==> src/hw/cache_cfg.svh <==
////////////////////////////////////////////////////////////////////////////
// data cache geometry and burst RAM depth
// tag width follows from the RAM byte address minus index, column and
// byte offset bits
////////////////////////////////////////////////////////////////////////////

`ifndef CACHE_CFG_SVH
`define CACHE_CFG_SVH

// 2^4 = 16 lines
`define CACHE_LINE_IX_BITS 4

// 2^3 = 8 words of 32 bits per line
`define CACHE_COL_IX_BITS 3

// one line is four 64-bit RAM beats
`define CACHE_BEATS_PER_LINE 4

// burst RAM depth in 64-bit words
`define CACHE_BR_ADDR_BITS 10

// RAM byte address is 3 bits wider than the 64-bit word address
`define CACHE_TAG_BITS (`CACHE_BR_ADDR_BITS + 3 - `CACHE_LINE_IX_BITS - `CACHE_COL_IX_BITS - 2)

`endif

==> src/hw/cache_pkg.sv <==
////////////////////////////////////////////////////////////////////////////
// data cache types
// width typedefs shared by the cache blocks and the burst FSM states
////////////////////////////////////////////////////////////////////////////

`include "cache_cfg.svh"

package cache_pkg;

  typedef logic [31:0] word_t;
  typedef logic [3:0]  byte_en_t;
  typedef logic [63:0] beat_t;

  typedef logic [`CACHE_LINE_IX_BITS-1:0] line_ix_t;
  typedef logic [`CACHE_COL_IX_BITS-1:0]  col_ix_t;
  typedef logic [1:0]                     beat_ix_t;
  typedef logic [`CACHE_TAG_BITS-1:0]     tag_t;
  typedef logic [`CACHE_BR_ADDR_BITS-1:0] br_addr_t;

  // whole line, column c sits at bits [32*c +: 32]
  typedef logic [(32 << `CACHE_COL_IX_BITS)-1:0] line_t;

  typedef enum logic [2:0] {
    IDLE,
    EVICT,
    FILL_CMD,
    FILL_WAIT,
    FILL_BEAT,
    TAG_UPDATE
  } burst_state_t;

endpackage

==> src/hw/cache_ifs.sv <==
////////////////////////////////////////////////////////////////////////////
// data cache internal interfaces
// store_if is the line store port, refill_if links lookup and burst FSM
////////////////////////////////////////////////////////////////////////////

`timescale 1ns/10ps
`include "cache_cfg.svh"

interface store_if
  import cache_pkg::*;
();

  line_ix_t line_ix;
  // one set of byte enables per column
  byte_en_t [(1 << `CACHE_COL_IX_BITS)-1:0] col_we;
  line_t    wr_line;
  logic     tag_we;
  tag_t     tag_wr;
  logic     dirty_wr;
  logic     valid_wr;

  // combinational read of the indexed entry
  line_t    rd_line;
  tag_t     rd_tag;
  logic     rd_valid;
  logic     rd_dirty;

  modport lookup (
    output line_ix, col_we, wr_line, tag_we, tag_wr, dirty_wr, valid_wr,
    input  rd_line, rd_tag, rd_valid, rd_dirty
  );

  modport store (
    input  line_ix, col_we, wr_line, tag_we, tag_wr, dirty_wr, valid_wr,
    output rd_line, rd_tag, rd_valid, rd_dirty
  );

endinterface


==> src/hw/line_store.sv <==
////////////////////////////////////////////////////////////////////////////
// cache line store
// tag, valid and dirty per line plus byte-writable line data
////////////////////////////////////////////////////////////////////////////

`timescale 1ns/10ps
`include "cache_cfg.svh"

module line_store
  import cache_pkg::*;
(
  input logic    clk,
  input logic    rst,
  store_if.store sp
);

  localparam int LINES = 1 << `CACHE_LINE_IX_BITS;
  localparam int COLS  = 1 << `CACHE_COL_IX_BITS;

  line_t            lines [LINES];
  tag_t             tags  [LINES];
  logic             dirty [LINES];
  logic [LINES-1:0] valid;

  // read port follows line_ix with no register
  assign sp.rd_line  = lines[sp.line_ix];
  assign sp.rd_tag   = tags[sp.line_ix];
  assign sp.rd_dirty = dirty[sp.line_ix];
  assign sp.rd_valid = valid[sp.line_ix];

  always_ff @(posedge clk) begin
    if (rst) begin
      valid <= '0;
    end else if (sp.tag_we) begin
      valid[sp.line_ix] <= sp.valid_wr;
    end
  end

  always_ff @(posedge clk) begin
    if (sp.tag_we) begin
      tags[sp.line_ix]  <= sp.tag_wr;
      dirty[sp.line_ix] <= sp.dirty_wr;
    end
  end

  // byte lanes of every column are written independently
  always_ff @(posedge clk) begin
    for (int c = 0; c < COLS; c++) begin
      for (int b = 0; b < 4; b++) begin
        if (sp.col_we[c][b]) begin
          lines[sp.line_ix][32*c + 8*b +: 8] <= sp.wr_line[32*c + 8*b +: 8];
        end
      end
    end
  end

endmodule

==> src/flat_wrapper.sv <==
// flat-port wrapper written by rule: the top's interface ports become plain ports
module line_store_flat import cache_pkg::*;
  (clk, rst, sp_line_ix, sp_col_we, sp_wr_line, sp_tag_we, sp_tag_wr, sp_dirty_wr, sp_valid_wr, sp_rd_line, sp_rd_tag, sp_rd_valid, sp_rd_dirty);
  store_if sp_i ();
  input logic clk;
  input logic rst;
  input wire logic [$bits(sp_i.line_ix)-1:0] sp_line_ix;
  input wire logic [$bits(sp_i.col_we)-1:0] sp_col_we;
  input wire logic [$bits(sp_i.wr_line)-1:0] sp_wr_line;
  input wire logic [$bits(sp_i.tag_we)-1:0] sp_tag_we;
  input wire logic [$bits(sp_i.tag_wr)-1:0] sp_tag_wr;
  input wire logic [$bits(sp_i.dirty_wr)-1:0] sp_dirty_wr;
  input wire logic [$bits(sp_i.valid_wr)-1:0] sp_valid_wr;
  output wire logic [$bits(sp_i.rd_line)-1:0] sp_rd_line;
  output wire logic [$bits(sp_i.rd_tag)-1:0] sp_rd_tag;
  output wire logic [$bits(sp_i.rd_valid)-1:0] sp_rd_valid;
  output wire logic [$bits(sp_i.rd_dirty)-1:0] sp_rd_dirty;
  assign sp_i.line_ix = sp_line_ix;
  assign sp_i.col_we = sp_col_we;
  assign sp_i.wr_line = sp_wr_line;
  assign sp_i.tag_we = sp_tag_we;
  assign sp_i.tag_wr = sp_tag_wr;
  assign sp_i.dirty_wr = sp_dirty_wr;
  assign sp_i.valid_wr = sp_valid_wr;
  assign sp_rd_line = sp_i.rd_line;
  assign sp_rd_tag = sp_i.rd_tag;
  assign sp_rd_valid = sp_i.rd_valid;
  assign sp_rd_dirty = sp_i.rd_dirty;
  line_store u_core (.clk(clk), .rst(rst), .sp(sp_i));
endmodule
==> config.mk <==
export PLATFORM = sky130hd
export DESIGN_NAME = line_store_flat
export DESIGN_NICKNAME = d
export VERILOG_FILES = /design/src/hw/cache_pkg.sv /design/src/hw/cache_ifs.sv /design/src/hw/line_store.sv /design/src/flat_wrapper.sv
export VERILOG_INCLUDE_DIRS = /design/src /design/src/hw
export SDC_FILE = /design/constraint.sdc
export NUM_CORES = 2
export LEC_CHECK = 0
export BUFFER_PORTS_ARGS = -buffer_cell sky130_fd_sc_hd__clkbuf_2
export CAP_MARGIN = 20
export CORE_MARGIN = 2
export CORE_UTILIZATION = 35
export DETAILED_ROUTE_END_ITERATION = 6
export GPL_TIMING_DRIVEN = 0
export PLACE_DENSITY_LB_ADDON = 0.2
export SLEW_MARGIN = 20
export SYNTH_ARGS = -nofsm -noshare
export SYNTH_HDL_FRONTEND = slang
export SYNTH_MEMORY_MAX_BITS = 65536
export SYNTH_SLANG_ARGS = --single-unit
==> constraint.sdc <==
create_clock -name clk -period 2.4 [get_ports clk]
set_input_delay 0.24 -clock clk [delete_from_list [all_inputs] [get_ports clk]]
set_output_delay 0.24 -clock clk [all_outputs]
set_load 0.05 [all_outputs]
-- Yosys cells after proc, flatten, opt, wreduce, memory -nomap -nowiden
Memory sizes are Yosys's and may differ from the RTL's.
Index checks and enable logic that the tools add are counted.
- bits in registers: 16
- RAM bits: 4176
- output and inout bits: 262
- logic and storage cells: 78
- memories kept: 3
- order comparisons: 2
- multiplexer cells: 71
- reductions and logical operators: 1
- memory list (memory ; words ; bits a word ; read ports ; clocked after Yosys merged registers in ; wr ports ; RTL line ; source):
    u_core.lines ; 16 ; 256 ; 1 ; 0 ; 1 ; line_store.sv:20 ; line_t lines [LINES];
    u_core.tags ; 16 ; 4 ; 1 ; 0 ; 1 ; line_store.sv:21 ; tag_t tags [LINES];
    u_core.dirty ; 16 ; 1 ; 1 ; 0 ; 1 ; line_store.sv:22 ; logic dirty [LINES];
- operators by type and width (kind ; count):
    2-to-1 mux 1 bit ; 68
    bitwise mux 16 bit ; 1
    less-than comparator 4 x 5 -> 1 bit, second input constant ; 1
    binary-select mux 1 bit (select 4 bit) ; 1
    demux 1 bit (select 4 bit) ; 1
    >= comparator 4 x 1 -> 1 bit, second input constant ; 1
    logical AND 1 bit ; 1

-- Logic depth before layout (Yosys ltp)
- depth in word-level cells: 5
- depth in mapped cells: 7
- gate-level depth less buffers: 3

-- Worst setup path after synthesis
No wires, ideal clock.
- path kind: input to output
- from: input port sp_line_ix[0]
- to: output port sp_rd_line[216]
- data arrival time: 1.844 ns
- data required time: 2.160 ns
- path slack: 0.316 ns
- stages on the path: 6
- buffers on the path: 3
- path through: buf_4 -> buf_2 -> buf_2 -> mux4_2 -> a22oi_1 -> nand2_1
- longest elaborated chain between the ends: 1
- RTL lines (item ; RTL line ; source):
    start, declared ; flat_wrapper.sv:7 ; input wire logic [$bits(sp_i.line_ix)-1:0] sp_line_ix;
    memory read (16 x 256 bit) ; -- ;
    end, declared ; flat_wrapper.sv:14 ; output wire logic [$bits(sp_i.rd_line)-1:0] sp_rd_line;
Every way passes these cells.

-- Final worst setup path
- from: memory u_core.lines[11][253] in the netlist's numbering
- to: output port sp_rd_line[253]
- longest elaborated chain between the ends: 1
- RTL lines (item ; RTL line):
    start, declared ; line_store.sv:20
    memory read (16 x 256 bit) ; --
Every way passes these cells.

==> out/qor.yml <==
avgSynthCellArea_um2: 22.6
finalPower_uw: 164000
path_clk_slew_ps: 60
setup_viol: 262
setup_slack_ps: -343
tightest_slew_ps: 1020
yosysWarnings: 0
fmax_mhz: 365
clkLatencyLatePin_ps: 990
drtIter0Drc: 6703
yosysSeqAreaShare_pct: 78.5
pin_count: 563
core_mm2: 0.456
finalCriticalPeriod_ps: 2740
vdd_drop_max_uv: 624
htreeDepth: 5
vias: 77500
n_fill_cell: 39300
powerDensity_mw_per_mm2: 839
antenna_found_initial: 145
grt-ovfl-total: 0
cp_max_fo: 1
cts_made_buffers: 436
drtPass1Iterations: 6
maxCapViolCount: 0
holdWs_ps: 132
fin_worst_skew_ps: 0
drtAntennaViolNets: 0
rsz0062_at_grt: "true"
syn_area_mm2: 0.160
max-slew-margin-rel_pct: 32.0
finalWirelength_um: 446000
hold_violations: 0
area_delta_synth_final_pct: 21.8
violations: "setup timing"
die_w_um: 680
cts_tree: "yes"
start_kind: "register"
multiInputGateArea_mm2: 0.0349
final_cell_mix: "edfxtp_1, mux4_2, and2_1"
layout_worst_path_cycle_share_pct: 114
crit_required_ps: 2160
cts.sinks: 4192
die-area_mm2: 0.463
floorplan.initialDensity_pct: 35.1
grt_use_total_pct: 18.9
min_path_type: "in2reg"
drive_gt1_share_pct: 36.7
final_common_cell: "edfxtp_1"
portBuffers: 555
vias_per_cell: 5.23
syn_inst: 7071
p_leak_uw: 0.0623
core.rowCount: 248
grt_first_pass_wirelength_um: 622000
grt_start_max_net_pins: 17
final_core_util_pct: 42.8
syn-num-nets: 7372
clock_path_buffers: 4
worstPathArrival_ps: 2500
outcome: "complete, but fails checks"
grt_pass1_vias: 81700
dpl.hpwl_um: 307000
wl_per_cell_um: 30.1
slew_viol_final: 0
ys_seq_elements: 4192
end_kind: "output pin"
die_h_um: 680
finalNetCount: 8719
regArea_mm2: 0.126
gp_congestion: 0.792
drc_errors: 0
root_buffer: "clkbuf_16"
synth.distinct_cells: 23
critical_path_class: "reg2out"
==> worst max-delay path, cell delays in order, from the launching register on <==
cell and delay, ps:
edfxtp_1 370, mux4_2 510, a22oi_2 250, nand2_2 180
buf_8 200
==> flip-flops by register name, indices dropped and copies added, names as in the netlist <==
| register | count |
|---|---|
| u_core.dirty | 16 |
| u_core.lines | 4096 |
| u_core.valid | 16 |
| u_core.tags | 64 |
==> through the flow <==
stage	instances	TNS (ps)	cell area (um^2)	setup slack, ps
after floorplan	7071	0	160000	316
after global placement	13600	-8035790	170000	-3180
after detailed placement	13700	-3343750	171000	-1770
after CTS	14800	-94000	194000	-534
after global routing	14800	-89260	195000	-465
final	14800	-59990	195000	-343
==> final timing paths <==
| kind | start | endpoint | slack, ps | depth (start not counted) |
|---|---|---|---|---|
| max | u_core.lines[11][253] | sp_rd_line[253] | -340 | 4 |
| min | sp_line_ix[1] | u_core.valid[3] | 130 | 4 |
| max reg2reg | u_core.valid[15] | u_core.valid[15] | 1120 | 3 |
| min reg2reg | u_core.valid[8] | u_core.valid[8] | 580 | 2 |
==> synthesized netlist by cell type, drive strengths merged <==
master	number	share of area (%)
a22oi	524	2.5
nor4b	4	0.054
and4b	4	0.025
nand3	16	0.050
nor4	1	0.013
nor2	1	0.0039
dfxtp	16	0.20
nand2	262	0.61
and4bb	6	0.047
and2	529	2.1
a21oi	16	0.050
edfxtp	4176	78
mux4	1048	15
nor2b	2	0.0078
clkbuf	218	0.51
and4	1	0.0055
a21bo	16	0.10
buf	231	0.72
==> layer usage <==
| layer | share of wire, % | track usage, % | vias to the layer above | routed length [um] |
|---|---|---|---|---|
| met5 | 0.051 | 0 | - | 226 |
| met4 | 3.4 | 5.95 | 38 | 15400 |
| met3 | 5.9 | 3.03 | 762 | 26100 |
| met2 | 50 | 32.2 | 2394 | 223000 |
| met1 | 41 | 24.8 | 41700 | 181000 |
| li1 | - | - | 32700 | - |
==> cells by family after synthesis <==
kind of cell | synth area share, %
and+or+nand+nor | 2.89
buffers and inverters | 1.23
AOI/OAI and AO/OA | 2.61
muxes | 14.7
DFF | 78.5
==> cell type report <==
cell class	instances	share of cell area [%]
Antenna cell	41	0.0526
Timing Repair Buffer	911	5.01
Sequential cell	4192	64.5
Clock inverter	286	1.52
Tap cell	6000	3.85
Multi-Input combinational cell	2430	17.9
Clock buffer	522	5.85
Buffer	447	1.35
==> where the power goes <==
part           internal, uW  switching, uW
Sequential            82000            303
Combinational          4930           8220
Clock                 39400          28600
Total                126000          37100
==> timing repair <==
item,in CTS,in global routing
pin swaps,478,191
gates resized for setup,1250,339
hold endpoints to repair,5812,0
buffers inserted,2,0
hold buffers,308,0
setup endpoints to repair,1092,262
(Power assumes the default switching activity.)
