<file path="src/hw/cache_cfg.svh">
////////////////////////////////////////////////////////////////////////////
// data cache geometry and burst RAM depth
// tag width follows from the RAM byte address minus index, column and
// byte offset bits
////////////////////////////////////////////////////////////////////////////

`ifndef CACHE_CFG_SVH
`define CACHE_CFG_SVH

// 2^4 = 16 lines
`define CACHE_LINE_IX_BITS 4

// 2^3 = 8 words of 32 bits per line
`define CACHE_COL_IX_BITS 3

// one line is four 64-bit RAM beats
`define CACHE_BEATS_PER_LINE 4

// burst RAM depth in 64-bit words
`define CACHE_BR_ADDR_BITS 10

// RAM byte address is 3 bits wider than the 64-bit word address
`define CACHE_TAG_BITS (`CACHE_BR_ADDR_BITS + 3 - `CACHE_LINE_IX_BITS - `CACHE_COL_IX_BITS - 2)

`endif

</file>
<file path="src/hw/cache_pkg.sv">
////////////////////////////////////////////////////////////////////////////
// data cache types
// width typedefs shared by the cache blocks and the burst FSM states
////////////////////////////////////////////////////////////////////////////

`include "cache_cfg.svh"

package cache_pkg;

  typedef logic [31:0] word_t;
  typedef logic [3:0]  byte_en_t;
  typedef logic [63:0] beat_t;

  typedef logic [`CACHE_LINE_IX_BITS-1:0] line_ix_t;
  typedef logic [`CACHE_COL_IX_BITS-1:0]  col_ix_t;
  typedef logic [1:0]                     beat_ix_t;
  typedef logic [`CACHE_TAG_BITS-1:0]     tag_t;
  typedef logic [`CACHE_BR_ADDR_BITS-1:0] br_addr_t;

  // whole line, column c sits at bits [32*c +: 32]
  typedef logic [(32 << `CACHE_COL_IX_BITS)-1:0] line_t;

  typedef enum logic [2:0] {
    IDLE,
    EVICT,
    FILL_CMD,
    FILL_WAIT,
    FILL_BEAT,
    TAG_UPDATE
  } burst_state_t;

endpackage

</file>
<file path="src/hw/cache_ifs.sv">
////////////////////////////////////////////////////////////////////////////
// data cache internal interfaces
// store_if is the line store port, refill_if links lookup and burst FSM
////////////////////////////////////////////////////////////////////////////

`timescale 1ns/10ps
`include "cache_cfg.svh"


interface refill_if
  import cache_pkg::*;
();

  logic     miss;
  logic     victim_dirty;
  br_addr_t victim_addr;
  br_addr_t fill_addr;
  line_t    victim_line;

  logic     fill_active;
  logic     fill_we;
  beat_ix_t fill_beat;
  beat_t    fill_data;
  logic     tag_we;

  modport lookup (
    output miss, victim_dirty, victim_addr, fill_addr, victim_line,
    input  fill_active, fill_we, fill_beat, fill_data, tag_we
  );

  modport ctrl (
    input  miss, victim_dirty, victim_addr, fill_addr, victim_line,
    output fill_active, fill_we, fill_beat, fill_data, tag_we
  );

endinterface

</file>
<file path="src/hw/burst_ctrl.sv">
////////////////////////////////////////////////////////////////////////////
// burst controller
// writes back dirty victims and fills missed lines over the burst RAM
////////////////////////////////////////////////////////////////////////////

`timescale 1ns/10ps
`include "cache_cfg.svh"

module burst_ctrl
  import cache_pkg::*;
(
  input  logic     clk,
  input  logic     rst,
  refill_if.ctrl   rf,
  output logic     br_cmd,
  output logic     br_cmd_en,
  output br_addr_t br_addr,
  output beat_t    br_wr_data,
  input  beat_t    br_rd_data,
  input  logic     br_rd_data_valid
);

  localparam beat_ix_t LAST_BEAT = beat_ix_t'(`CACHE_BEATS_PER_LINE - 1);

  burst_state_t state;
  beat_ix_t     beat;
  logic         start_evict;
  logic         start_fill;
  logic         in_fill;

  assign start_evict = (state == IDLE) && rf.miss && rf.victim_dirty;
  // a fill starts straight from a clean miss or after the last victim beat
  assign start_fill  = ((state == IDLE) && rf.miss && !rf.victim_dirty) ||
                       ((state == EVICT) && (beat == '0));
  assign in_fill     = (state == FILL_WAIT) || (state == FILL_BEAT);

  // read beats go to the store in the cycle they arrive
  assign rf.fill_active = (state != IDLE);
  assign rf.fill_we     = in_fill && br_rd_data_valid;
  assign rf.fill_beat   = beat;
  assign rf.fill_data   = br_rd_data;
  assign rf.tag_we      = (state == TAG_UPDATE);

  always_ff @(posedge clk) begin
    if (rst) begin
      state     <= IDLE;
      beat      <= '0;
      br_cmd_en <= 1'b0;
    end else begin
      br_cmd_en <= start_evict || start_fill;
      case (state)
        IDLE: begin
          if (start_evict) begin
            beat  <= beat + 1'b1;
            state <= EVICT;
          end else if (start_fill) begin
            state <= FILL_CMD;
          end
        end
        EVICT: begin
          // beat wraps to zero once the last victim beat is on the bus
          if (beat == '0) begin
            state <= FILL_CMD;
          end else begin
            beat <= beat + 1'b1;
          end
        end
        FILL_CMD: begin
          state <= FILL_WAIT;
        end
        FILL_WAIT: begin
          if (br_rd_data_valid) begin
            beat  <= beat + 1'b1;
            state <= FILL_BEAT;
          end
        end
        FILL_BEAT: begin
          if (br_rd_data_valid) begin
            beat <= beat + 1'b1;
            if (beat == LAST_BEAT) begin
              state <= TAG_UPDATE;
            end
          end
        end
        TAG_UPDATE: begin
          state <= IDLE;
        end
        default: begin
          state <= IDLE;
        end
      endcase
    end
  end

  // command, address and write beats toward the RAM
  always_ff @(posedge clk) begin
    if (start_evict || start_fill) begin
      br_cmd  <= start_evict;
      br_addr <= start_evict ? rf.victim_addr : rf.fill_addr;
    end
    if (start_evict || (state == EVICT)) begin
      br_wr_data <= rf.victim_line[beat*$bits(beat_t) +: $bits(beat_t)];
    end
  end

endmodule

</file>
<file path="src/flat_wrapper.sv">
// flat-port wrapper written by rule: the top's interface ports become plain ports
module burst_ctrl_flat import cache_pkg::*;
  (clk, rst, br_cmd, br_cmd_en, br_addr, br_wr_data, br_rd_data, br_rd_data_valid, rf_miss, rf_victim_dirty, rf_victim_addr, rf_fill_addr, rf_victim_line, rf_fill_active, rf_fill_we, rf_fill_beat, rf_fill_data, rf_tag_we);
  refill_if rf_i ();
  input  logic clk;
  input  logic rst;
  output logic br_cmd;
  output logic br_cmd_en;
  output br_addr_t br_addr;
  output beat_t br_wr_data;
  input  beat_t br_rd_data;
  input  logic br_rd_data_valid;
  input wire logic [$bits(rf_i.miss)-1:0] rf_miss;
  input wire logic [$bits(rf_i.victim_dirty)-1:0] rf_victim_dirty;
  input wire logic [$bits(rf_i.victim_addr)-1:0] rf_victim_addr;
  input wire logic [$bits(rf_i.fill_addr)-1:0] rf_fill_addr;
  input wire logic [$bits(rf_i.victim_line)-1:0] rf_victim_line;
  output wire logic [$bits(rf_i.fill_active)-1:0] rf_fill_active;
  output wire logic [$bits(rf_i.fill_we)-1:0] rf_fill_we;
  output wire logic [$bits(rf_i.fill_beat)-1:0] rf_fill_beat;
  output wire logic [$bits(rf_i.fill_data)-1:0] rf_fill_data;
  output wire logic [$bits(rf_i.tag_we)-1:0] rf_tag_we;
  assign rf_i.miss = rf_miss;
  assign rf_i.victim_dirty = rf_victim_dirty;
  assign rf_i.victim_addr = rf_victim_addr;
  assign rf_i.fill_addr = rf_fill_addr;
  assign rf_i.victim_line = rf_victim_line;
  assign rf_fill_active = rf_i.fill_active;
  assign rf_fill_we = rf_i.fill_we;
  assign rf_fill_beat = rf_i.fill_beat;
  assign rf_fill_data = rf_i.fill_data;
  assign rf_tag_we = rf_i.tag_we;
  burst_ctrl u_core (.clk(clk), .rst(rst), .rf(rf_i), .br_cmd(br_cmd), .br_cmd_en(br_cmd_en), .br_addr(br_addr), .br_wr_data(br_wr_data), .br_rd_data(br_rd_data), .br_rd_data_valid(br_rd_data_valid));
endmodule
</file>
<file path="config.mk">
export PLATFORM = sky130hd
export DESIGN_NAME = burst_ctrl_flat
export DESIGN_NICKNAME = d
export VERILOG_FILES = /design/src/hw/cache_pkg.sv /design/src/hw/cache_ifs.sv /design/src/hw/burst_ctrl.sv /design/src/flat_wrapper.sv
export VERILOG_INCLUDE_DIRS = /design/src /design/src/hw
export SDC_FILE = /design/constraint.sdc
export NUM_CORES = 1
export LEC_CHECK = 0
export ABC_AREA = 1
export BUFFER_PORTS_ARGS = -buffer_cell sky130_fd_sc_hd__buf_2
export CORE_AREA = 2 2 190 192
export DETAILED_ROUTE_END_ITERATION = 7
export DIE_AREA = 0 0 192 194
export HOLD_SLACK_MARGIN = 0.02
export PLACE_DENSITY = 0.45
export SLEW_MARGIN = 25
export SYNTH_ARGS = -nofsm -noshare
export SYNTH_HDL_FRONTEND = slang
export SYNTH_SLANG_ARGS = --single-unit
</file>
<file path="constraint.sdc">
create_clock -name clk -period 2.61 [get_ports clk]
set_clock_uncertainty 0.1 [all_clocks]
set_input_delay 0.522 -clock clk [delete_from_list [all_inputs] [get_ports clk]]
set_output_delay 0.522 -clock clk [all_outputs]
set_load 0.005 [all_outputs]
</file>
* After elaboration in Yosys (flattened, before gate mapping)
Cells that the tools add are included.
** Operators by class
- $add $sub $neg :: 1
- Equal/unequal tests :: 14
- Shift-type cells :: 1
- Mux-type cells :: 12
- Reductions and logical operators :: 17
** Operator list (number)
- $shiftx 256x9->64 :: 1
- $mux 3 :: 6
- $pmux 3 s5 :: 1
- $mux 10 :: 1
- $ne 2x2->1 const B :: 4
- $eq 3x2->1 const B :: 2
- $eq 3x3->1 const B :: 2
- $mux 2 :: 3
- $ne 2x1->1 const B :: 3
- $pmux 2 s3 :: 1
- $reduce_bool 3->1 :: 2
- $logic_and 1x1->1 :: 5
- $reduce_and 5->1 :: 1
- $logic_or 1x1->1 :: 4
- $reduce_and 4->1 :: 1
- $eq 3x1->1 const B :: 1
- $logic_not 3->1 :: 1
- $ne 3x1->1 const B :: 1
- $add 2x1->2 const B :: 1
- $eq 2x2->1 const B :: 1
- $logic_not 2->1 :: 1
- $reduce_or 2->1 :: 1
- $logic_not 1->1 :: 1
** Storage, ports and cells
- Input port bits :: 345
- Word-level logic and storage cells :: 51
- Output and inout bits :: 145
- Register bits after elaboration :: 81

* Depth between registers and ports, before layout
- Word-level depth :: 7
- Gate-level depth with buffers :: 13

* Worst setup path before layout
Ideal clock, no wire load.
- Path kind :: flip-flop to flip-flop
- Start :: register u_core.state[0]
- End :: register u_core.br_wr_data[0] (enable)
- Slack :: -0.242 ns
- Buffers on the path :: 2
- Data arrival time :: 2.329 ns
- Period minus slack after synthesis :: 2.852 ns
- Required time :: 2.086 ns
- Stages on the path, launching flop included :: 8
- Cell sequence :: dfxtp_1 -> buf_6 -> inv_4 -> nand2_2 -> nor2_4 -> nand3_2 -> buf_2 -> nand2_1
** Between the ends
- Cells in the longest elaborated chain, start to end :: 4
** RTL lines
- start, declared :: RTL line burst_ctrl.sv:25 : burst_state_t state;
- start signal, assigned :: RTL line burst_ctrl.sv:46 : state <= IDLE;
- start signal, assigned :: RTL line burst_ctrl.sv:55 : state <= EVICT;
- start signal, assigned :: RTL line burst_ctrl.sv:57 : state <= FILL_CMD;
- $logic_not 3->1 :: RTL line burst_ctrl.sv:31 : assign start_evict = (state == IDLE) && rf.miss && rf.victim_dirty;
- $logic_and 1x1->1 (2 in series) :: RTL line burst_ctrl.sv:31
- $logic_or 1x1->1 (*) :: RTL line burst_ctrl.sv:101 : if (start_evict || (state == EVICT)) begin
- end signal, assigned :: RTL line burst_ctrl.sv:102 : br_wr_data <= rf.victim_line[beat*$bits(beat_t) +: $bits(beat_t)];
- end, declared :: RTL line burst_ctrl.sv:18 : output beat_t br_wr_data,
Mark *: on every way between the ends. The rest lies on a longest branch, timed or not.
A chain may end at the register's enable or synchronous reset.

* Worst setup path in the final report
- Start :: register u_core.beat[0] (netlist: u_core.rf.fill_beat[0])
- End :: output rf_fill_beat[0]
** RTL lines
- start, declared :: RTL line burst_ctrl.sv:26 : beat_ix_t beat;
- start signal, assigned :: RTL line burst_ctrl.sv:54 : beat <= beat + 1'b1;
- start signal, assigned :: RTL line burst_ctrl.sv:65 : beat <= beat + 1'b1;
- start signal, assigned :: RTL line burst_ctrl.sv:73 : beat <= beat + 1'b1;
- end, declared :: RTL line flat_wrapper.sv:20 : output wire logic [$bits(rf_i.fill_beat)-1:0] rf_fill_beat;
No word-level cell between the ends.

==> impl_metrics.yaml <==
outcome:
  outcome: "complete, no violations"
clocking:
  postCtsSetupBuffers: 0
  path_clk_slew_ns: 0.07
  ctsResizeCount: 0
  cts-buffers-inserted: 9
  hold_buffers: 0
  cts_root_buf: "clkbuf_16"
  h-tree-depth: 3
  clock-sinks: 81
  clockBufferDepth: 2
  cts_tree: "done"
  worstSkewPairLatency_ns: 0.35
floorplan:
  fp.dieW_um: 192
  ios: 490
  die_h_um: 194
  start_util_pct: 14.6
  rows: 69
  dieArea_um2: 37200
  core_um2: 35200
sta:
  worst_slack_ns: 0.472
  holdWs_ns: 0.229
  period_share_pct: 81.9
  final.setup.tns_ns: 0
  slew_viol_final: 0
  setup_viol: 0
  rsz0062_at_grt: "no"
  final-hold-violation-count: 0
  worst_pin_slew_ns: 0.722
  clock.fmax_mhz: 468
  relSlewSlack_pct: 51.8
  post-route-min-period_ns: 2.14
route:
  firstDrtPassIters: 5
  wl_um: 22500
  drt_iter0_markers: 364
  num_vias: 5406
  wire_per_inst_um: 16.7
  ant_nets: 0
  drc: 0
  vias_per_cell: 4.00
logic_synthesis:
  async_flop_share_pct: 0
  syn_area_um2: 5150
  syn_nets: 960
  synthFlopType: "edfxtp_1"
  synth_edf_count: 75
  synth_top_area_share_pct: 43.7
  avgSynthCellArea_um2: 8.40
  synth_commonest_cells: "nor2_1, o21ai_0, edfxtp_1"
  synth_cell_type_count: 27
  synth_seq_area_share_pct: 46.1
  synth_area_leaders: "edfxtp_1, nor2_1, buf_4"
  synth.largest_area_cell: "edfxtp_1"
  synth-seq-cells: 81
  syn_inst: 613
  yosys_warnings: 0
  yosysMostFrequentCell: "nor2_1"
power:
  peakVddDrop_mv: 0.543
  power_leakage_nw: 3.22
  power.density_nw_per_um2: 970
worst_setup_path:
  path_max_fanout: 132
  crit_type: "register to primary output"
  crit_required_ns: 1.99
  cp_data_arrival_time_ns: 1.52
  crit_path_start_kind: "register"
  end_kind: "primary output"
place:
  numPortBuffers: 361
  placed_cell_area_um2: 6870
  place_hpwl_um: 17300
  dp_slack_ns: 0.592
  dp.cells: 1334
  gp_congestion: 0.846
global_routing:
  overflow: 0
  antenna_found_initial: 0
  grt_max_degree: 133
  grt_pass1_wl_um: 30000
  grt_usage_pct: 11.0
  grt_pass1_vias: 4768
finish:
  antenna_cells: 0
  drive_gt1_share_pct: 45.7
  fin_nets: 1231
  area_growth_pct: 39.7
  fin_area_um2: 7190
  final_cells: 1350
hold_path:
  holdCritPathClass: "primary input to register"
job:
  drv_cap: 0
-- critical path, cell delays in order, from the launching register on --
cell and delay (ns):
dfxtp_4 0.37, buf_12 0.29, buf_2 0.23
-- through the flow --
stage / util (%) / power, mW
5_1_grt: 20.4 / 7.53
6_report: 20.4 / 6.98
4_1_cts: 20.4 / 7.16
2_1_floorplan: - / 4.41
3_3_place_gp: 19.5 / 5.68
3_5_place_dp: 19.5 / 5.68
-- worst paths after layout --
path                                             from                         endpoint  slack (ns)  cells after the start
hold reg to reg          u_core.state[1]$_SDFFE_PP0P_     u_core.state[1]$_SDFFE_PP0P_        0.53                      4
setup / recovery  u_core.rf.fill_beat[0]$_SDFFE_PP0P_                  rf_fill_beat[0]        0.47                      2
hold / removal                                    rst      u_core.br_cmd_en$_SDFF_PP0_        0.23                      2
setup reg to reg         u_core.state[0]$_SDFFE_PP0P_  u_core.br_wr_data[59]$_DFFE_PP_        0.61                      6
-- cells by family (layout without fill, tap and decap cells) --
family	after synthesis	after routing	share of synthesized area (%)
flops	81	81	46.1
compound gates	196	196	20.7
buf+inv	127	403	16.4
fa+ha+maj	2	2	0.486
simple gates	207	207	16.4
-- placed cells by master (no fill, tap or decap), drive strengths merged --
master  count
buf       369
nor2      144
o21ai     130
edfxtp     75
o22ai      64
nand2      54
inv        17
clkbuf      9
dfxtp       6
nand3       6
clkinv      6
nand4       2
a21oi       2
ha          2
bufinv      2
nand3b      1
-- flip-flops by register name (all words and copies together), names as in the netlist --
name                 cells
u_core.rf.fill_beat      2
u_core.br_addr          10
u_core.br_cmd_en         1
u_core.br_wr_data       64
u_core.br_cmd            1
u_core.state             3
-- layer usage --
metal	GRT usage [%]	up-vias	part of all wire, %	wire length (um)
li1	-	2621	-	-
met1	12.5	2444	39	8840
met2	19.7	266	51	11400
met3	2.10	75	7.2	1610
met4	5.23	0	3.1	702
met5	0	-	0	0
-- final cells by class --
type	count	area [um2]
multi-input cells	405	1940
clock buffers	9	225
well taps	461	577
inverters	18	72.6
flip-flops and latches	81	2380
fillers	3956	28000
repair buffers	369	1900
clock inverters	7	95.1
-- power breakdown --
group	total [mW]	switching (mW)	internal, mW
Combinational	3.16	2.01	1.15
Clock	1.41	0.569	0.839
Sequential	2.41	0.200	2.21
Total	6.98	2.78	4.20
Note: power is estimated with default switching activity, not from simulation.
