==> src/hw/cache_cfg.svh <==
////////////////////////////////////////////////////////////////////////////
// data cache geometry and burst RAM depth
// tag width follows from the RAM byte address minus index, column and
// byte offset bits
////////////////////////////////////////////////////////////////////////////

`ifndef CACHE_CFG_SVH
`define CACHE_CFG_SVH

// 2^4 = 16 lines
`define CACHE_LINE_IX_BITS 4

// 2^3 = 8 words of 32 bits per line
`define CACHE_COL_IX_BITS 3

// one line is four 64-bit RAM beats
`define CACHE_BEATS_PER_LINE 4

// burst RAM depth in 64-bit words
`define CACHE_BR_ADDR_BITS 10

// RAM byte address is 3 bits wider than the 64-bit word address
`define CACHE_TAG_BITS (`CACHE_BR_ADDR_BITS + 3 - `CACHE_LINE_IX_BITS - `CACHE_COL_IX_BITS - 2)

`endif

==> src/hw/cache_pkg.sv <==
////////////////////////////////////////////////////////////////////////////
// data cache types
// width typedefs shared by the cache blocks and the burst FSM states
////////////////////////////////////////////////////////////////////////////

`include "cache_cfg.svh"

package cache_pkg;

  typedef logic [31:0] word_t;
  typedef logic [3:0]  byte_en_t;
  typedef logic [63:0] beat_t;

  typedef logic [`CACHE_LINE_IX_BITS-1:0] line_ix_t;
  typedef logic [`CACHE_COL_IX_BITS-1:0]  col_ix_t;
  typedef logic [1:0]                     beat_ix_t;
  typedef logic [`CACHE_TAG_BITS-1:0]     tag_t;
  typedef logic [`CACHE_BR_ADDR_BITS-1:0] br_addr_t;

  // whole line, column c sits at bits [32*c +: 32]
  typedef logic [(32 << `CACHE_COL_IX_BITS)-1:0] line_t;

  typedef enum logic [2:0] {
    IDLE,
    EVICT,
    FILL_CMD,
    FILL_WAIT,
    FILL_BEAT,
    TAG_UPDATE
  } burst_state_t;

endpackage

==> src/hw/cache_ifs.sv <==
////////////////////////////////////////////////////////////////////////////
// data cache internal interfaces
// store_if is the line store port, refill_if links lookup and burst FSM
////////////////////////////////////////////////////////////////////////////

`timescale 1ns/10ps
`include "cache_cfg.svh"

interface store_if
  import cache_pkg::*;
();

  line_ix_t line_ix;
  // one set of byte enables per column
  byte_en_t [(1 << `CACHE_COL_IX_BITS)-1:0] col_we;
  line_t    wr_line;
  logic     tag_we;
  tag_t     tag_wr;
  logic     dirty_wr;
  logic     valid_wr;

  // combinational read of the indexed entry
  line_t    rd_line;
  tag_t     rd_tag;
  logic     rd_valid;
  logic     rd_dirty;

  modport lookup (
    output line_ix, col_we, wr_line, tag_we, tag_wr, dirty_wr, valid_wr,
    input  rd_line, rd_tag, rd_valid, rd_dirty
  );

  modport store (
    input  line_ix, col_we, wr_line, tag_we, tag_wr, dirty_wr, valid_wr,
    output rd_line, rd_tag, rd_valid, rd_dirty
  );

endinterface

interface refill_if
  import cache_pkg::*;
();

  logic     miss;
  logic     victim_dirty;
  br_addr_t victim_addr;
  br_addr_t fill_addr;
  line_t    victim_line;

  logic     fill_active;
  logic     fill_we;
  beat_ix_t fill_beat;
  beat_t    fill_data;
  logic     tag_we;

  modport lookup (
    output miss, victim_dirty, victim_addr, fill_addr, victim_line,
    input  fill_active, fill_we, fill_beat, fill_data, tag_we
  );

  modport ctrl (
    input  miss, victim_dirty, victim_addr, fill_addr, victim_line,
    output fill_active, fill_we, fill_beat, fill_data, tag_we
  );

endinterface

==> src/hw/cache_lookup.sv <==
////////////////////////////////////////////////////////////////////////////
// cache lookup
// address split, hit test, host read/write steering and fill write merge
////////////////////////////////////////////////////////////////////////////

`timescale 1ns/10ps
`include "cache_cfg.svh"

module cache_lookup
  import cache_pkg::*;
(
  input  word_t      address,
  input  word_t      data_in,
  input  byte_en_t   write_enable,
  output word_t      data_out,
  output logic       data_out_ready,
  output logic       busy,
  store_if.lookup    sp,
  refill_if.lookup   rf
);

  // |tag|line|col|00|
  localparam int COL_LSB = 2;
  localparam int IX_LSB  = COL_LSB + `CACHE_COL_IX_BITS;
  localparam int TAG_LSB = IX_LSB + `CACHE_LINE_IX_BITS;

  localparam int COLS          = 1 << `CACHE_COL_IX_BITS;
  localparam int BEATS         = `CACHE_BEATS_PER_LINE;
  localparam int COLS_PER_BEAT = COLS / BEATS;

  col_ix_t  req_col;
  line_ix_t req_ix;
  tag_t     req_tag;
  logic     hit;
  logic     host_wr;

  assign req_col = address[COL_LSB +: `CACHE_COL_IX_BITS];
  assign req_ix  = address[IX_LSB +: `CACHE_LINE_IX_BITS];
  assign req_tag = address[TAG_LSB +: `CACHE_TAG_BITS];

  assign hit     = sp.rd_valid && (sp.rd_tag == req_tag);
  assign host_wr = |write_enable;

  assign busy           = !hit;
  assign data_out       = sp.rd_line[req_col*$bits(word_t) +: $bits(word_t)];
  assign data_out_ready = hit && !host_wr;

  // the burst FSM only sees the miss and the victim state
  assign rf.miss         = !hit;
  assign rf.victim_dirty = sp.rd_valid && sp.rd_dirty;
  assign rf.victim_addr  = {sp.rd_tag, req_ix, beat_ix_t'(0)};
  assign rf.fill_addr    = {req_tag, req_ix, beat_ix_t'(0)};
  assign rf.victim_line  = sp.rd_line;

  // tag writes always install the requested tag as valid
  // a fill leaves it clean, a host write marks it dirty
  assign sp.line_ix  = req_ix;
  assign sp.tag_wr   = req_tag;
  assign sp.valid_wr = 1'b1;
  assign sp.dirty_wr = !rf.fill_active;

  always_comb begin
    sp.col_we = '0;
    if (rf.fill_active) begin
      // beat replicated over the line, enables pick its two columns
      sp.wr_line = {BEATS{rf.fill_data}};
      sp.tag_we  = rf.tag_we;
      if (rf.fill_we) begin
        for (int k = 0; k < COLS_PER_BEAT; k++) begin
          sp.col_we[COLS_PER_BEAT*rf.fill_beat + k] = '1;
        end
      end
    end else begin
      sp.wr_line = {COLS{data_in}};
      sp.tag_we  = hit && host_wr;
      if (hit) begin
        sp.col_we[req_col] = write_enable;
      end
    end
  end

endmodule

==> src/flat_wrapper.sv <==
// flat-port wrapper written by rule: the top's interface ports become plain ports
module cache_lookup_flat import cache_pkg::*;
  (address, data_in, write_enable, data_out, data_out_ready, busy, sp_line_ix, sp_col_we, sp_wr_line, sp_tag_we, sp_tag_wr, sp_dirty_wr, sp_valid_wr, sp_rd_line, sp_rd_tag, sp_rd_valid, sp_rd_dirty, rf_miss, rf_victim_dirty, rf_victim_addr, rf_fill_addr, rf_victim_line, rf_fill_active, rf_fill_we, rf_fill_beat, rf_fill_data, rf_tag_we);
  store_if sp_i ();
  refill_if rf_i ();
  input  word_t address;
  input  word_t data_in;
  input  byte_en_t write_enable;
  output word_t data_out;
  output logic data_out_ready;
  output logic busy;
  output wire logic [$bits(sp_i.line_ix)-1:0] sp_line_ix;
  output wire logic [$bits(sp_i.col_we)-1:0] sp_col_we;
  output wire logic [$bits(sp_i.wr_line)-1:0] sp_wr_line;
  output wire logic [$bits(sp_i.tag_we)-1:0] sp_tag_we;
  output wire logic [$bits(sp_i.tag_wr)-1:0] sp_tag_wr;
  output wire logic [$bits(sp_i.dirty_wr)-1:0] sp_dirty_wr;
  output wire logic [$bits(sp_i.valid_wr)-1:0] sp_valid_wr;
  input wire logic [$bits(sp_i.rd_line)-1:0] sp_rd_line;
  input wire logic [$bits(sp_i.rd_tag)-1:0] sp_rd_tag;
  input wire logic [$bits(sp_i.rd_valid)-1:0] sp_rd_valid;
  input wire logic [$bits(sp_i.rd_dirty)-1:0] sp_rd_dirty;
  output wire logic [$bits(rf_i.miss)-1:0] rf_miss;
  output wire logic [$bits(rf_i.victim_dirty)-1:0] rf_victim_dirty;
  output wire logic [$bits(rf_i.victim_addr)-1:0] rf_victim_addr;
  output wire logic [$bits(rf_i.fill_addr)-1:0] rf_fill_addr;
  output wire logic [$bits(rf_i.victim_line)-1:0] rf_victim_line;
  input wire logic [$bits(rf_i.fill_active)-1:0] rf_fill_active;
  input wire logic [$bits(rf_i.fill_we)-1:0] rf_fill_we;
  input wire logic [$bits(rf_i.fill_beat)-1:0] rf_fill_beat;
  input wire logic [$bits(rf_i.fill_data)-1:0] rf_fill_data;
  input wire logic [$bits(rf_i.tag_we)-1:0] rf_tag_we;
  assign sp_line_ix = sp_i.line_ix;
  assign sp_col_we = sp_i.col_we;
  assign sp_wr_line = sp_i.wr_line;
  assign sp_tag_we = sp_i.tag_we;
  assign sp_tag_wr = sp_i.tag_wr;
  assign sp_dirty_wr = sp_i.dirty_wr;
  assign sp_valid_wr = sp_i.valid_wr;
  assign sp_i.rd_line = sp_rd_line;
  assign sp_i.rd_tag = sp_rd_tag;
  assign sp_i.rd_valid = sp_rd_valid;
  assign sp_i.rd_dirty = sp_rd_dirty;
  assign rf_miss = rf_i.miss;
  assign rf_victim_dirty = rf_i.victim_dirty;
  assign rf_victim_addr = rf_i.victim_addr;
  assign rf_fill_addr = rf_i.fill_addr;
  assign rf_victim_line = rf_i.victim_line;
  assign rf_i.fill_active = rf_fill_active;
  assign rf_i.fill_we = rf_fill_we;
  assign rf_i.fill_beat = rf_fill_beat;
  assign rf_i.fill_data = rf_fill_data;
  assign rf_i.tag_we = rf_tag_we;
  cache_lookup u_core (.address(address), .data_in(data_in), .write_enable(write_enable), .data_out(data_out), .data_out_ready(data_out_ready), .busy(busy), .sp(sp_i), .rf(rf_i));
endmodule
==> config.mk <==
export PLATFORM = sky130hd
export DESIGN_NAME = cache_lookup_flat
export DESIGN_NICKNAME = d
export VERILOG_FILES = /design/src/hw/cache_pkg.sv /design/src/hw/cache_ifs.sv /design/src/hw/cache_lookup.sv /design/src/flat_wrapper.sv
export VERILOG_INCLUDE_DIRS = /design/src /design/src/hw
export SDC_FILE = /design/constraint.sdc
export NUM_CORES = 1
export LEC_CHECK = 0
export BUFFER_PORTS_ARGS = -buffer_cell sky130_fd_sc_hd__buf_2
export CORE_AREA = 2 2 389 391
export DETAILED_ROUTE_END_ITERATION = 7
export DIE_AREA = 0 0 391 393
export MAX_ROUTING_LAYER = met4
export PLACE_DENSITY = 0.32
export RECOVER_POWER = 100
export SLEW_MARGIN = 30
export SYNTH_ARGS = -nofsm -noshare
export SYNTH_HDL_FRONTEND = slang
export SYNTH_SLANG_ARGS = --single-unit
export TNS_END_PERCENT = 30
==> constraint.sdc <==
create_clock -name vclk -period 2.9
set_input_delay 0.145 -clock vclk [all_inputs]
set_output_delay 0.145 -clock vclk [all_outputs]
set_load 0.05 [all_outputs]
* After elaboration in Yosys (flattened, before gate mapping)
Cells that the tools add are included.
** Operators by class
- Reductions and logical operators :: 11
- Eq/ne operators :: 1
- $mul :: 0
- Add/sub/neg operators :: 1
- Bitwise operators :: 2
- Div/mod/pow operators :: 0
- Multiplexer cells :: 11
- $lt $le $gt $ge :: 6
- Shifts and indexed selects :: 1
** Operators by type and width (number)
- $mux W256 :: 1
- $shiftx A256 B9 Y32 :: 1
- $mux W32 :: 3
- $and A32 B32 Y32 :: 1
- $ge A32 B1 Y1 const B :: 1
- $lt A32 B4 Y1 const B :: 1
- $or A28 B32 Y32 :: 1
- $demux W4 S3 :: 2
- $mux W4 :: 3
- $demux W4 S2 :: 1
- $lt A3 B4 Y1 const B :: 2
- $logic_and A1 B1 Y1 :: 7
- $ge A3 B1 Y1 const B :: 2
- $add A3 B1 Y4 const B :: 1
- $eq A4 B4 Y1 :: 1
- $reduce_or A4 Y1 :: 1
- $logic_not A1 Y1 :: 3
- $mux W1 :: 1
** Storage, ports and cells
- Bits in writable memories :: 0
- Bits in read-only memories :: 0
- Bits in latches :: 0
- Output and inout bits :: 611
- Logic and storage cells :: 33
- Bits of input ports :: 399
- Memories :: 0
- Register bits after elaboration :: 0

* Longest topological paths before layout
Gate-level depths: netlist (run 1).
- Word-level depth :: 8
- Gate-level depth with buffers :: 7
- Depth with buffers taken out :: 4

* Worst setup path after synthesis (run 1)
Ideal clock, no wire load.
- Path kind :: in2out
- Start :: input sp_rd_tag[1]
- End :: output sp_tag_we
- Data required time :: 2755 ps
- Stages :: 4
- Path slack :: 312 ps
- Arrival :: 2443 ps
- Buffers on the path :: 0
- Cell sequence :: nor2b_1 -> a2111oi_4 -> nand2_1 -> o21ai_0
** Between the ends
- Longest elaborated chain between the ends :: 4
** RTL lines
- start: declaration :: line flat_wrapper.sv:20 : input wire logic [$bits(sp_i.rd_tag)-1:0] sp_rd_tag;
- $eq A4 B4 Y1 :: line cache_lookup.sv:41 : assign hit = sp.rd_valid && (sp.rd_tag == req_tag);
- $logic_and A1 B1 Y1 :: line cache_lookup.sv:41
- $logic_and A1 B1 Y1 :: line cache_lookup.sv:75 : sp.tag_we = hit && host_wr;
- $mux W1 :: line cache_lookup.sv:64 : if (rf.fill_active) begin
- end: declaration :: line flat_wrapper.sv:15 : output wire logic [$bits(sp_i.tag_we)-1:0] sp_tag_we;
No other way between the ends.

* Worst setup path in the final report (run 1)
- Start :: input address[4]
- End :: output sp_col_we[28]
** Between the ends
- Longest elaborated chain between the ends :: 7
- Elaborated cells between the ends (all ways) :: 8
- Classes of those cells :: order compare (2); mux (4); bitwise (1); reduce/logical (1)
** RTL lines
- start: declaration :: line flat_wrapper.sv:6 : input word_t address;
- $lt A3 B4 Y1 (implied by the code) / $ge A3 B1 Y1 (equally long branches) :: line cache_lookup.sv:77 : sp.col_we[req_col] = write_enable;
- $logic_and A1 B1 Y1 (implied by the code) :: line cache_lookup.sv:77
- $mux W4 (implied by the code) :: line cache_lookup.sv:77
- $demux W4 S3 (*)
- $and A32 B32 Y32 (no line) (*)
- $mux W32 (*) :: line cache_lookup.sv:76 : if (hit) begin
- $mux W32 (*) :: line cache_lookup.sv:64
- end: declaration :: line flat_wrapper.sv:13 : output wire logic [$bits(sp_i.col_we)-1:0] sp_col_we;
Every way passes the cells marked *; elsewhere a longest branch is shown, timed or not.

==> results of run 1 <==
==> placed cells by master, fill, tap and decap left out, types with 5 or more instances in the layout <==
master	n
a221oi_1	23
a22o_1	5
a22oi_1	31
a311oi_1	5
buf_12	28
buf_2	414
buf_4	28
clkbuf_1	526
clkbuf_2	5
conb_1	5
diode_2	16
mux2_2	22
mux2i_1	24
mux4_2	9
nand2_1	195
nand3_1	7
nand4_1	5
nor2_1	23
o21ai_0	46
o22ai_1	5
==> path summary, 6_finish.rpt <==
kind	start	end	slack [ns]	cells past startpoint
worst min-delay path	address[6]	rf_fill_addr[3]	0.29	0
worst max-delay path	address[4]	sp_col_we[28]	0.40	5
==> worst max-delay path: stages <==
cell      delay [ns]
buf_4           0.34
clkbuf_2        0.65
nand3_1         0.41
o21ai_0         0.26
clkbuf_1        0.50
==> where the power goes <==
group | leakage [nW] | switching (mW) | total (mW) | internal [mW]
logic | 3.95 | 3.11 | 3.83 | 0.712
registers | 0 | 0 | 0 | 0
clock network | 0.0000983 | 0 | 0.000000421 | 0.000000421
total | 3.95 | 3.11 | 3.83 | 0.712
==> layer usage <==
metal  wire length [µm]  vias up
li1                   -     3785
met1              45090     4342
met2              48260      850
met3               6757      236
met4               3610        0
met5                  0        -
==> area by class of cell <==
type / instances / area share, %
Antenna cell: 16 / 0.3956
Inverter: 6 / 0.2225
Multi-Input combinational cell: 454 / 27.51
Tap cell: 1944 / 24.03
Timing Repair Buffer: 1001 / 47.84
==> logic make-up after synthesis <==
| kind of cell | after synthesis | synth area share (%) |
|---|---|---|
| buffers and inverters | 524 | 57.86 |
| AO/OA/AOI/OAI | 144 | 15.61 |
| XOR/XNOR | 1 | 0.1336 |
| other | 2 | 0.1145 |
| multiplexers | 55 | 10.53 |
| AND/OR/NAND/NOR | 249 | 15.74 |
==> through the flow <==
stage,util [%],std cells
after detailed placement,7.261,3405
after CTS,7.261,3405
after floorplan,-,978
after global placement,7.261,3405
final,6.782,3421
after global routing,6.770,3414
==> impl_metrics.tcl, run 1 <==
set metrics [dict create \
    status "complete, no violations" \
    num-nets-final 1862 \
    grt_use_met3_pct 2.090 \
    fmax_mhz 399.8 \
    ios 1010 \
    viasPerCell 2.693 \
    drv_cap 0 \
    grt_max_degree 68 \
    synth_commonest_cells "481 x buf_4, 195 x nand2_1, 40 x o21ai_0, 31 x a22oi_1" \
    wl_per_cell_um 30.32 \
    syn_area_per_cell_um2 6.724 \
    min_period_ns 2.501 \
    required_ns 2.76 \
    post-route-drc-count 0 \
    vdd_ir_drop_max_mv 0.1765 \
    detail_route.first_pass.iterations 6 \
    rows 142 \
    max_slew.worst_pin.slew_ns 1.065 \
    final.setup.tns_ns 0 \
    die_h_um 393 \
    grtUsageTotal_pct 12.95 \
    num_vias 9213 \
    min_path_type "in2out" \
    grt_pass1_vias 8233 \
    antenna_left 0 \
    ctsResizeCount 0 \
    end_kind "primary output" \
    postPlaceCellArea_um2 10840 \
    synth_top_area_share_pct 55.08 \
    hold_viol_final 0 \
    busiest_layer "met2" \
    critPathLaunchType "primary input" \
    synthMostInstantiatedCell "buf_4" \
    dpl.hpwl_um 98560 \
    synth_area_leaders "buf_4 55%, nand2_1 11%, mux2_2 3.8%" \
    maxSlewViolCount 0 \
    nFillCells 18063 \
    final_layout_size_suffix_gt1_share_pct 35.52 \
    p_per_area_nw_per_um2 378.0 \
    seq_cell_count 0 \
    post-cts-setup-buffers 0 \
    synth_seq_area_share_pct 0 \
    seqCellArea_um2 0 \
    power.total_mw 3.826 \
    ys_types 45 \
    die-area_um2 153700 \
    met1_usage_pct 16.68 \
    place_ws_ns 0.5629 \
    relSlewSlack_pct 29.32 \
    worst-setup-path-type "in2out" \
    portBuffers 968 \
    core_area_um2 149200 \
    initial_utilization_pct 4.393 \
    grt_pass1_wl_um 119800 \
    multi_input_area_um2 2784 \
    crit_arrival_ns 2.36 \
    syn-cell-area_um2 6556 \
    rsz0062_at_grt "no" \
    holdWs_ns 0.2906 \
    use_met2_pct 21.53 \
    wirelength_um 103700 \
    grt_overflow 0 \
    routabilityCongestion 0.8922 \
    final_area_um2 10120 \
    p_leak_nw 3.945 \
    antenna_found_initial 134 \
    die_width_um 391 \
    first_iter_violations 490 \
    finalSetupViolations 0 \
    syn2layout_area_growth_pct 54.37 \
    fin_ws_ns 0.3990 \
    path_max_fanout 19 \
    min_period_over_period_pct 86.24 \
    nClkBuffers 0 \
    synth_largest_area_cell "buf_4" \
    yosys_warnings 0 \
    synthCells 975 \
    hold_buffers 0 \
]
(Power assumes the default switching activity.)
==> inputs of run 2 (changes only) <==
--- a/config.mk
+++ b/config.mk
@@ -6,10 +6,11 @@
 export SDC_FILE = /design/constraint.sdc
 export NUM_CORES = 1
 export LEC_CHECK = 0
+export ABC_AREA = 1
 export BUFFER_PORTS_ARGS = -buffer_cell sky130_fd_sc_hd__buf_2
-export CORE_AREA = 2 2 389 391
+export CORE_AREA = 2 2 397 399
 export DETAILED_ROUTE_END_ITERATION = 7
-export DIE_AREA = 0 0 391 393
+export DIE_AREA = 0 0 399 401
 export MAX_ROUTING_LAYER = met4
 export PLACE_DENSITY = 0.32
 export RECOVER_POWER = 100
==> run 2 against run 1 <==
  * The flow now stops in 5_2_route
  * Global-route usage decreased by 4.6 points
  * Area after synthesis up 11%
  * Synthesized cell count increased by 37%
==> impl_metrics.tcl, run 2 <==
set metrics [dict create \
    synth_commonest_cells "500 x buf_4, 496 x nand2_1, 130 x a21oi_1, 64 x o21ai_1, 42 x nand3_1" \
    initial_utilization_pct 4.655 \
    routabilityCongestion 0.8635 \
    grt_pass1_vias 9257 \
    synth_largest_area_cell "buf_4" \
    ys_types 17 \
    synthMostInstantiatedCell "buf_4" \
    hold_buffers 0 \
    lastStage "5_2_route" \
    grt_overflow 0 \
    synthCells 1336 \
    yosys_warnings 0 \
    post-cts-setup-buffers 0 \
    antenna_found_initial 42 \
    grt_pass1_wl_um 87600 \
    synth_seq_area_share_pct 0 \
    synth_top_area_share_pct 51.80 \
    ctsResizeCount 0 \
    portBuffers 968 \
    dpl.hpwl_um 63490 \
    die_width_um 399 \
    die_h_um 401 \
    syn_area_per_cell_um2 5.423 \
    status "did not finish" \
    grt_max_degree 71 \
    ios 1010 \
    grtUsageTotal_pct 8.393 \
    tool.error "[ERROR DRT-0255] Maze Route cannot find path of net sp_rd_line[56] in worker of routeBox ( 386400 0 ) ( 399000 48300 )." \
    syn-cell-area_um2 7246 \
    synth_area_leaders "buf_4 52%, nand2_1 26%, a21oi_1 9.0%" \
    rows 145 \
]
-- run 2: cell count changes after synthesis, sizes merged, moves of 8 or more --
cell,previous run,this run
nand2,195,496
a21oi,4,130
nand3,7,42
a22oi,31,0
buf,503,528
mux2i,24,0
a221oi,23,0
mux2,22,0
o21ai,50,64
nor2,26,36
mux4,9,0
inv,6,14
-- run 2: cells by family after synthesis --
family,Yosys count,synth area share [%]
buffers and inverters,561,55.57
AO/OA/AOI/OAI,195,13.49
AND/OR/NAND/NOR,578,30.84
other,2,0.1036
-- run 2: metrics by stage --
| step | std cells | setup WS, ns | hold slack, ns | area, µm² |
|---|---|---|---|---|
| CTS | 3849 | 0.6470 | 0.2907 | 11060 |
| global route | 3857 | 0.2934 | 0.2904 | 10370 |
| global placement | 3849 | 0.6438 | 0.2907 | 11060 |
| floorplan | 1339 | 1.086 | 0.4571 | 7257 |
| detailed placement | 3849 | 0.6560 | 0.2907 | 11060 |
-- run 2: per-layer routing --
layer / GRT usage [%]
met2: 15.32
met4: 1.596
met3: 1.511
met5: -
met1: 9.484
==> inputs of run 3 (changes only) <==
--- a/config.mk
+++ b/config.mk
@@ -11,8 +11,7 @@
 export CORE_AREA = 2 2 397 399
 export DETAILED_ROUTE_END_ITERATION = 7
 export DIE_AREA = 0 0 399 401
-export MAX_ROUTING_LAYER = met4
-export PLACE_DENSITY = 0.32
+export PLACE_DENSITY_LB_ADDON = 0.15
 export RECOVER_POWER = 100
 export SLEW_MARGIN = 30
 export SYNTH_ARGS = -nofsm -noshare
==> run 3 against run 2 <==
  * The flow now finishes without violations
  * Global-route usage decreased by 0.36 points
  * Synthesized cell count unchanged
  * Area after synthesis unchanged
==> impl_metrics.tcl, run 3 <==
set metrics [dict create \
    min_period_over_period_pct 85.84 \
    ctsResizeCount 0 \
    syn-cell-area_um2 7246 \
    grt_overflow 0 \
    viasPerCell 2.537 \
    required_ns 2.76 \
    rows 145 \
    yosys_warnings 0 \
    final_layout_size_suffix_gt1_share_pct 25.15 \
    grt_max_degree 71 \
    wirelength_um 70650 \
    max_slew.worst_pin.slew_ns 1.051 \
    die_width_um 399 \
    startpoint "address[3]" \
    synth_area_leaders "buf_4 52%, nand2_1 26%, a21oi_1 9.0%" \
    synth_seq_area_share_pct 0 \
    drv_cap 0 \
    min_period_ns 2.489 \
    worst-setup-path-type "in2out" \
    syn2layout_area_growth_pct 43.31 \
    grt_pass1_wl_um 87310 \
    path_delay_family "buffers and inverters" \
    seq_cell_count 0 \
    status "complete, no violations" \
    synth_top_area_share_pct 51.80 \
    num_vias 9788 \
    post-cts-setup-buffers 0 \
    p_leak_nw 4.406 \
    antenna_found_initial 30 \
    num-nets-final 2190 \
    synth_commonest_cells "500 x buf_4, 496 x nand2_1, 130 x a21oi_1, 64 x o21ai_1, 42 x nand3_1" \
    wl_per_cell_um 18.31 \
    synth_largest_area_cell "buf_4" \
    finalSetupViolations 0 \
    relSlewSlack_pct 30.21 \
    synthMostInstantiatedCell "buf_4" \
    synthCells 1336 \
    critPathLaunchType "primary input" \
    path_max_fanout 33 \
    vdd_ir_drop_max_mv 0.09886 \
    grt_pass1_vias 9427 \
    final.setup.tns_ns 0 \
    routabilityCongestion 0.8386 \
    end_kind "primary output" \
    initial_utilization_pct 4.655 \
    cp_num_buf_inv 4 \
    first_iter_violations 337 \
    crit_chain "clkbuf_2 > clkinv_2 > buf_12 > a21oi_1 > o21ai_1 > nand2_1 > buf_2" \
    post-route-drc-count 0 \
    portBuffers 968 \
    dpl.hpwl_um 63730 \
    seqCellArea_um2 0 \
    grtUsageTotal_pct 8.037 \
    p_per_area_nw_per_um2 342.4 \
    nFillCells 19029 \
    ys_types 17 \
    cp_slowest_cell "clkbuf_2" \
    rsz0062_at_grt "no" \
    ios 1010 \
    syn_area_per_cell_um2 5.423 \
    detail_route.first_pass.iterations 4 \
    final_common_cell "clkbuf_1" \
    die_h_um 401 \
    critPathMaxStageDelay_ns 0.64 \
    die-area_um2 160000 \
    maxSlewViolCount 0 \
    hold_viol_final 0 \
    fmax_mhz 401.7 \
    core_area_um2 155700 \
    crit_arrival_ns 2.34 \
    most-common-layout-cells "550 x clkbuf_1, 496 x nand2_1, 413 x buf_2" \
    min_path_type "in2out" \
    hp-start "address[5]" \
    hold_buffers 0 \
    power.total_mw 3.555 \
    nClkBuffers 0 \
    antenna_left 0 \
]
## run 3: cell counts after synthesis
Identical to the previous run, type by type.
## run 3: kinds of logic (layout without fill, tap and decap cells)
family | after synthesis | after routing | synth area share (%)
other | 2 | 16 | 0.1036
buffers and inverters | 561 | 1011 | 55.57
and+or+nand+nor | 578 | 578 | 30.84
AOI/OAI and AO/OA | 195 | 195 | 13.49
## run 3: final timing paths
path,cells after the start,endpoint
max,7,data_out[4]
min,0,rf_fill_addr[2]
## run 3: cell type report
class                           count  area [µm²]  area share, %
Timing Repair Buffer              996        4488          43.22
Tap cell                         2058        2575          24.80
Antenna cell                       11       27.53         0.2651
Multi-Input combinational cell    778        3231          31.11
Inverter                           15       62.56         0.6025
## run 3: stage by stage
stage | instances | hold slack (ns) | util, % | worst slack [ns] | cell area (µm²)
2_1_floorplan | 1339 | 0.4571 | - | 1.086 | 7257
3_3_place_gp | 3847 | 0.2907 | 7.098 | 0.6829 | 11050
3_5_place_dp | 3847 | 0.2907 | 7.098 | 0.7742 | 11050
4_1_cts | 3847 | 0.2907 | 7.098 | 0.7714 | 11050
5_1_grt | 3855 | 0.2905 | 6.666 | 0.3162 | 10380
6_report | 3858 | 0.2900 | 6.671 | 0.4106 | 10380
## run 3: metal layers
| layer | up-vias | global-route usage [%] | wire (µm) |
|---|---|---|---|
| met4 | 10 | 2.579 | 2669 |
| met5 | - | 0 | 64 |
| met1 | 4449 | 8.926 | 27520 |
| li1 | 4644 | - | - |
| met2 | 610 | 15.25 | 36010 |
| met3 | 75 | 1.361 | 4380 |
## run 3: where the power goes
| group | switching (mW) | internal (mW) |
|---|---|---|
| Sequential | 0 | 0 |
| Clock | 0 | 0.000000421 |
| Combinational | 2.98 | 0.574 |
==> inputs of run 4 (changes only) <==
--- a/config.mk
+++ b/config.mk
@@ -12,7 +12,6 @@
 export DETAILED_ROUTE_END_ITERATION = 7
 export DIE_AREA = 0 0 399 401
 export PLACE_DENSITY_LB_ADDON = 0.15
-export RECOVER_POWER = 100
 export SLEW_MARGIN = 30
 export SYNTH_ARGS = -nofsm -noshare
 export SYNTH_HDL_FRONTEND = slang
==> run 4 against run 3 <==
  * Die area did not move
  * Core utilization is 0.45 points higher
  * Non-clock buffer count unchanged
  * Total power increased by 3.4%
  * Routed wire length shrank 0.34%
  * Critical endpoint unchanged
  * Largest power group unchanged
  * Highest routed layer unchanged
==> impl_metrics.tcl, run 4 (same netlist as run 3, synthesis figures left out) <==
set metrics [dict create \
    max_slew.worst_pin.slew_ns 0.7398 \
    route.met3.wl_um 4313 \
    top_layer_used "met5" \
    dp.cells 3847 \
    antenna_left 0 \
    relSlewSlack_pct 50.68 \
    end_kind "primary output" \
    portBuffers 968 \
    drv_cap 0 \
    seqCellArea_um2 0 \
    dr_wl_met2_um 36110 \
    grtUsageTotal_pct 8.037 \
    final_layout_size_suffix_gt1_share_pct 55.95 \
    rsz0062_at_grt "no" \
    die_width_um 399 \
    wl_met1_um 27280 \
    grt_max_degree 71 \
    die_h_um 401 \
    vdd_ir_drop_max_mv 0.09993 \
    status "complete, no violations" \
    p_per_area_nw_per_um2 331.9 \
    min_period_ns 2.115 \
    grt_pass1_vias 9427 \
    postPlaceCellArea_um2 11050 \
    ios 1010 \
    fin_ws_ns 0.7845 \
    seq_cell_count 0 \
    hold_buffers 0 \
    worst-setup-path-type "in2out" \
    p_leak_nw 5.998 \
    most-common-layout-cells "964 x buf_2, 496 x nand2_1, 130 x a21oi_1" \
    hold_viol_final 0 \
    nClkBuffers 0 \
    finalSetupViolations 0 \
    antenna_found_initial 33 \
    required_ns 2.76 \
    dpl.hpwl_um 63730 \
    fin_cells 3858 \
    viasPerCell 2.538 \
    num_vias 9790 \
    core_area_um2 155700 \
    final.setup.tns_ns 0 \
    rows 145 \
    post-route-drc-count 0 \
    initial_utilization_pct 4.655 \
    post-cts-setup-buffers 0 \
    critPathLaunchType "primary input" \
    syn2layout_area_growth_pct 52.88 \
    routabilityCongestion 0.8386 \
    die-area_um2 160000 \
    detail_route.first_pass.iterations 6 \
    maxSlewViolCount 0 \
    wirelength_um 70410 \
    num-nets-final 2190 \
    fin_util_pct 7.116 \
    min_period_over_period_pct 72.95 \
    place_ws_ns 0.7742 \
    ctsResizeCount 0 \
    path_max_fanout 33 \
    fmax_mhz 472.7 \
    final_common_cell "buf_2" \
    first_iter_violations 326 \
    final_area_um2 11080 \
    crit_arrival_ns 1.97 \
    min_path_type "in2out" \
    wl_per_cell_um 18.25 \
    grt_pass1_wl_um 87310 \
    grt_overflow 0 \
]
run 4: cell type report:
cell class	instances	area, µm²
Antenna cell	11	27.53
Tap cell	2058	2575
Inverter	15	62.56
Fill cell	18769	144600
Multi-Input combinational cell	778	3231
Timing Repair Buffer	996	5181
run 4: final timing paths:
check / from / endpoint / slack [ns] / cells after the start
worst max-delay path: address[3] / data_out[4] / 0.78 / 7
worst min-delay path: address[5] / rf_fill_addr[2] / 0.29 / 0
run 4: power breakdown:
part           internal [mW]  switching [mW]
clock            0.000000318               0
sequential                 0               0
combinational          0.713            2.96
run 4: critical path, stage by stage:
cell and delay [ns]:
buf_4 0.35, clkinv_2 0.16, buf_12 0.20, a21oi_1 0.52, o21ai_1 0.14, nand2_1 0.09
buf_2 0.26
run 4: metrics by stage:
stage          hold WS [ns]  power (mW)
5_1_grt              0.2905       3.866
4_1_cts              0.2907       3.742
6_report             0.2900       3.676
3_3_place_gp         0.2907       3.760
2_1_floorplan        0.4571       3.047
3_5_place_dp         0.2907       3.735
run 4: routing by layer:
layer | up-vias | global-route usage (%)
met1 | 4469 | 8.926
li1 | 4631 | -
met5 | - | 0
met3 | 71 | 1.361
met4 | 10 | 2.579
met2 | 609 | 15.25
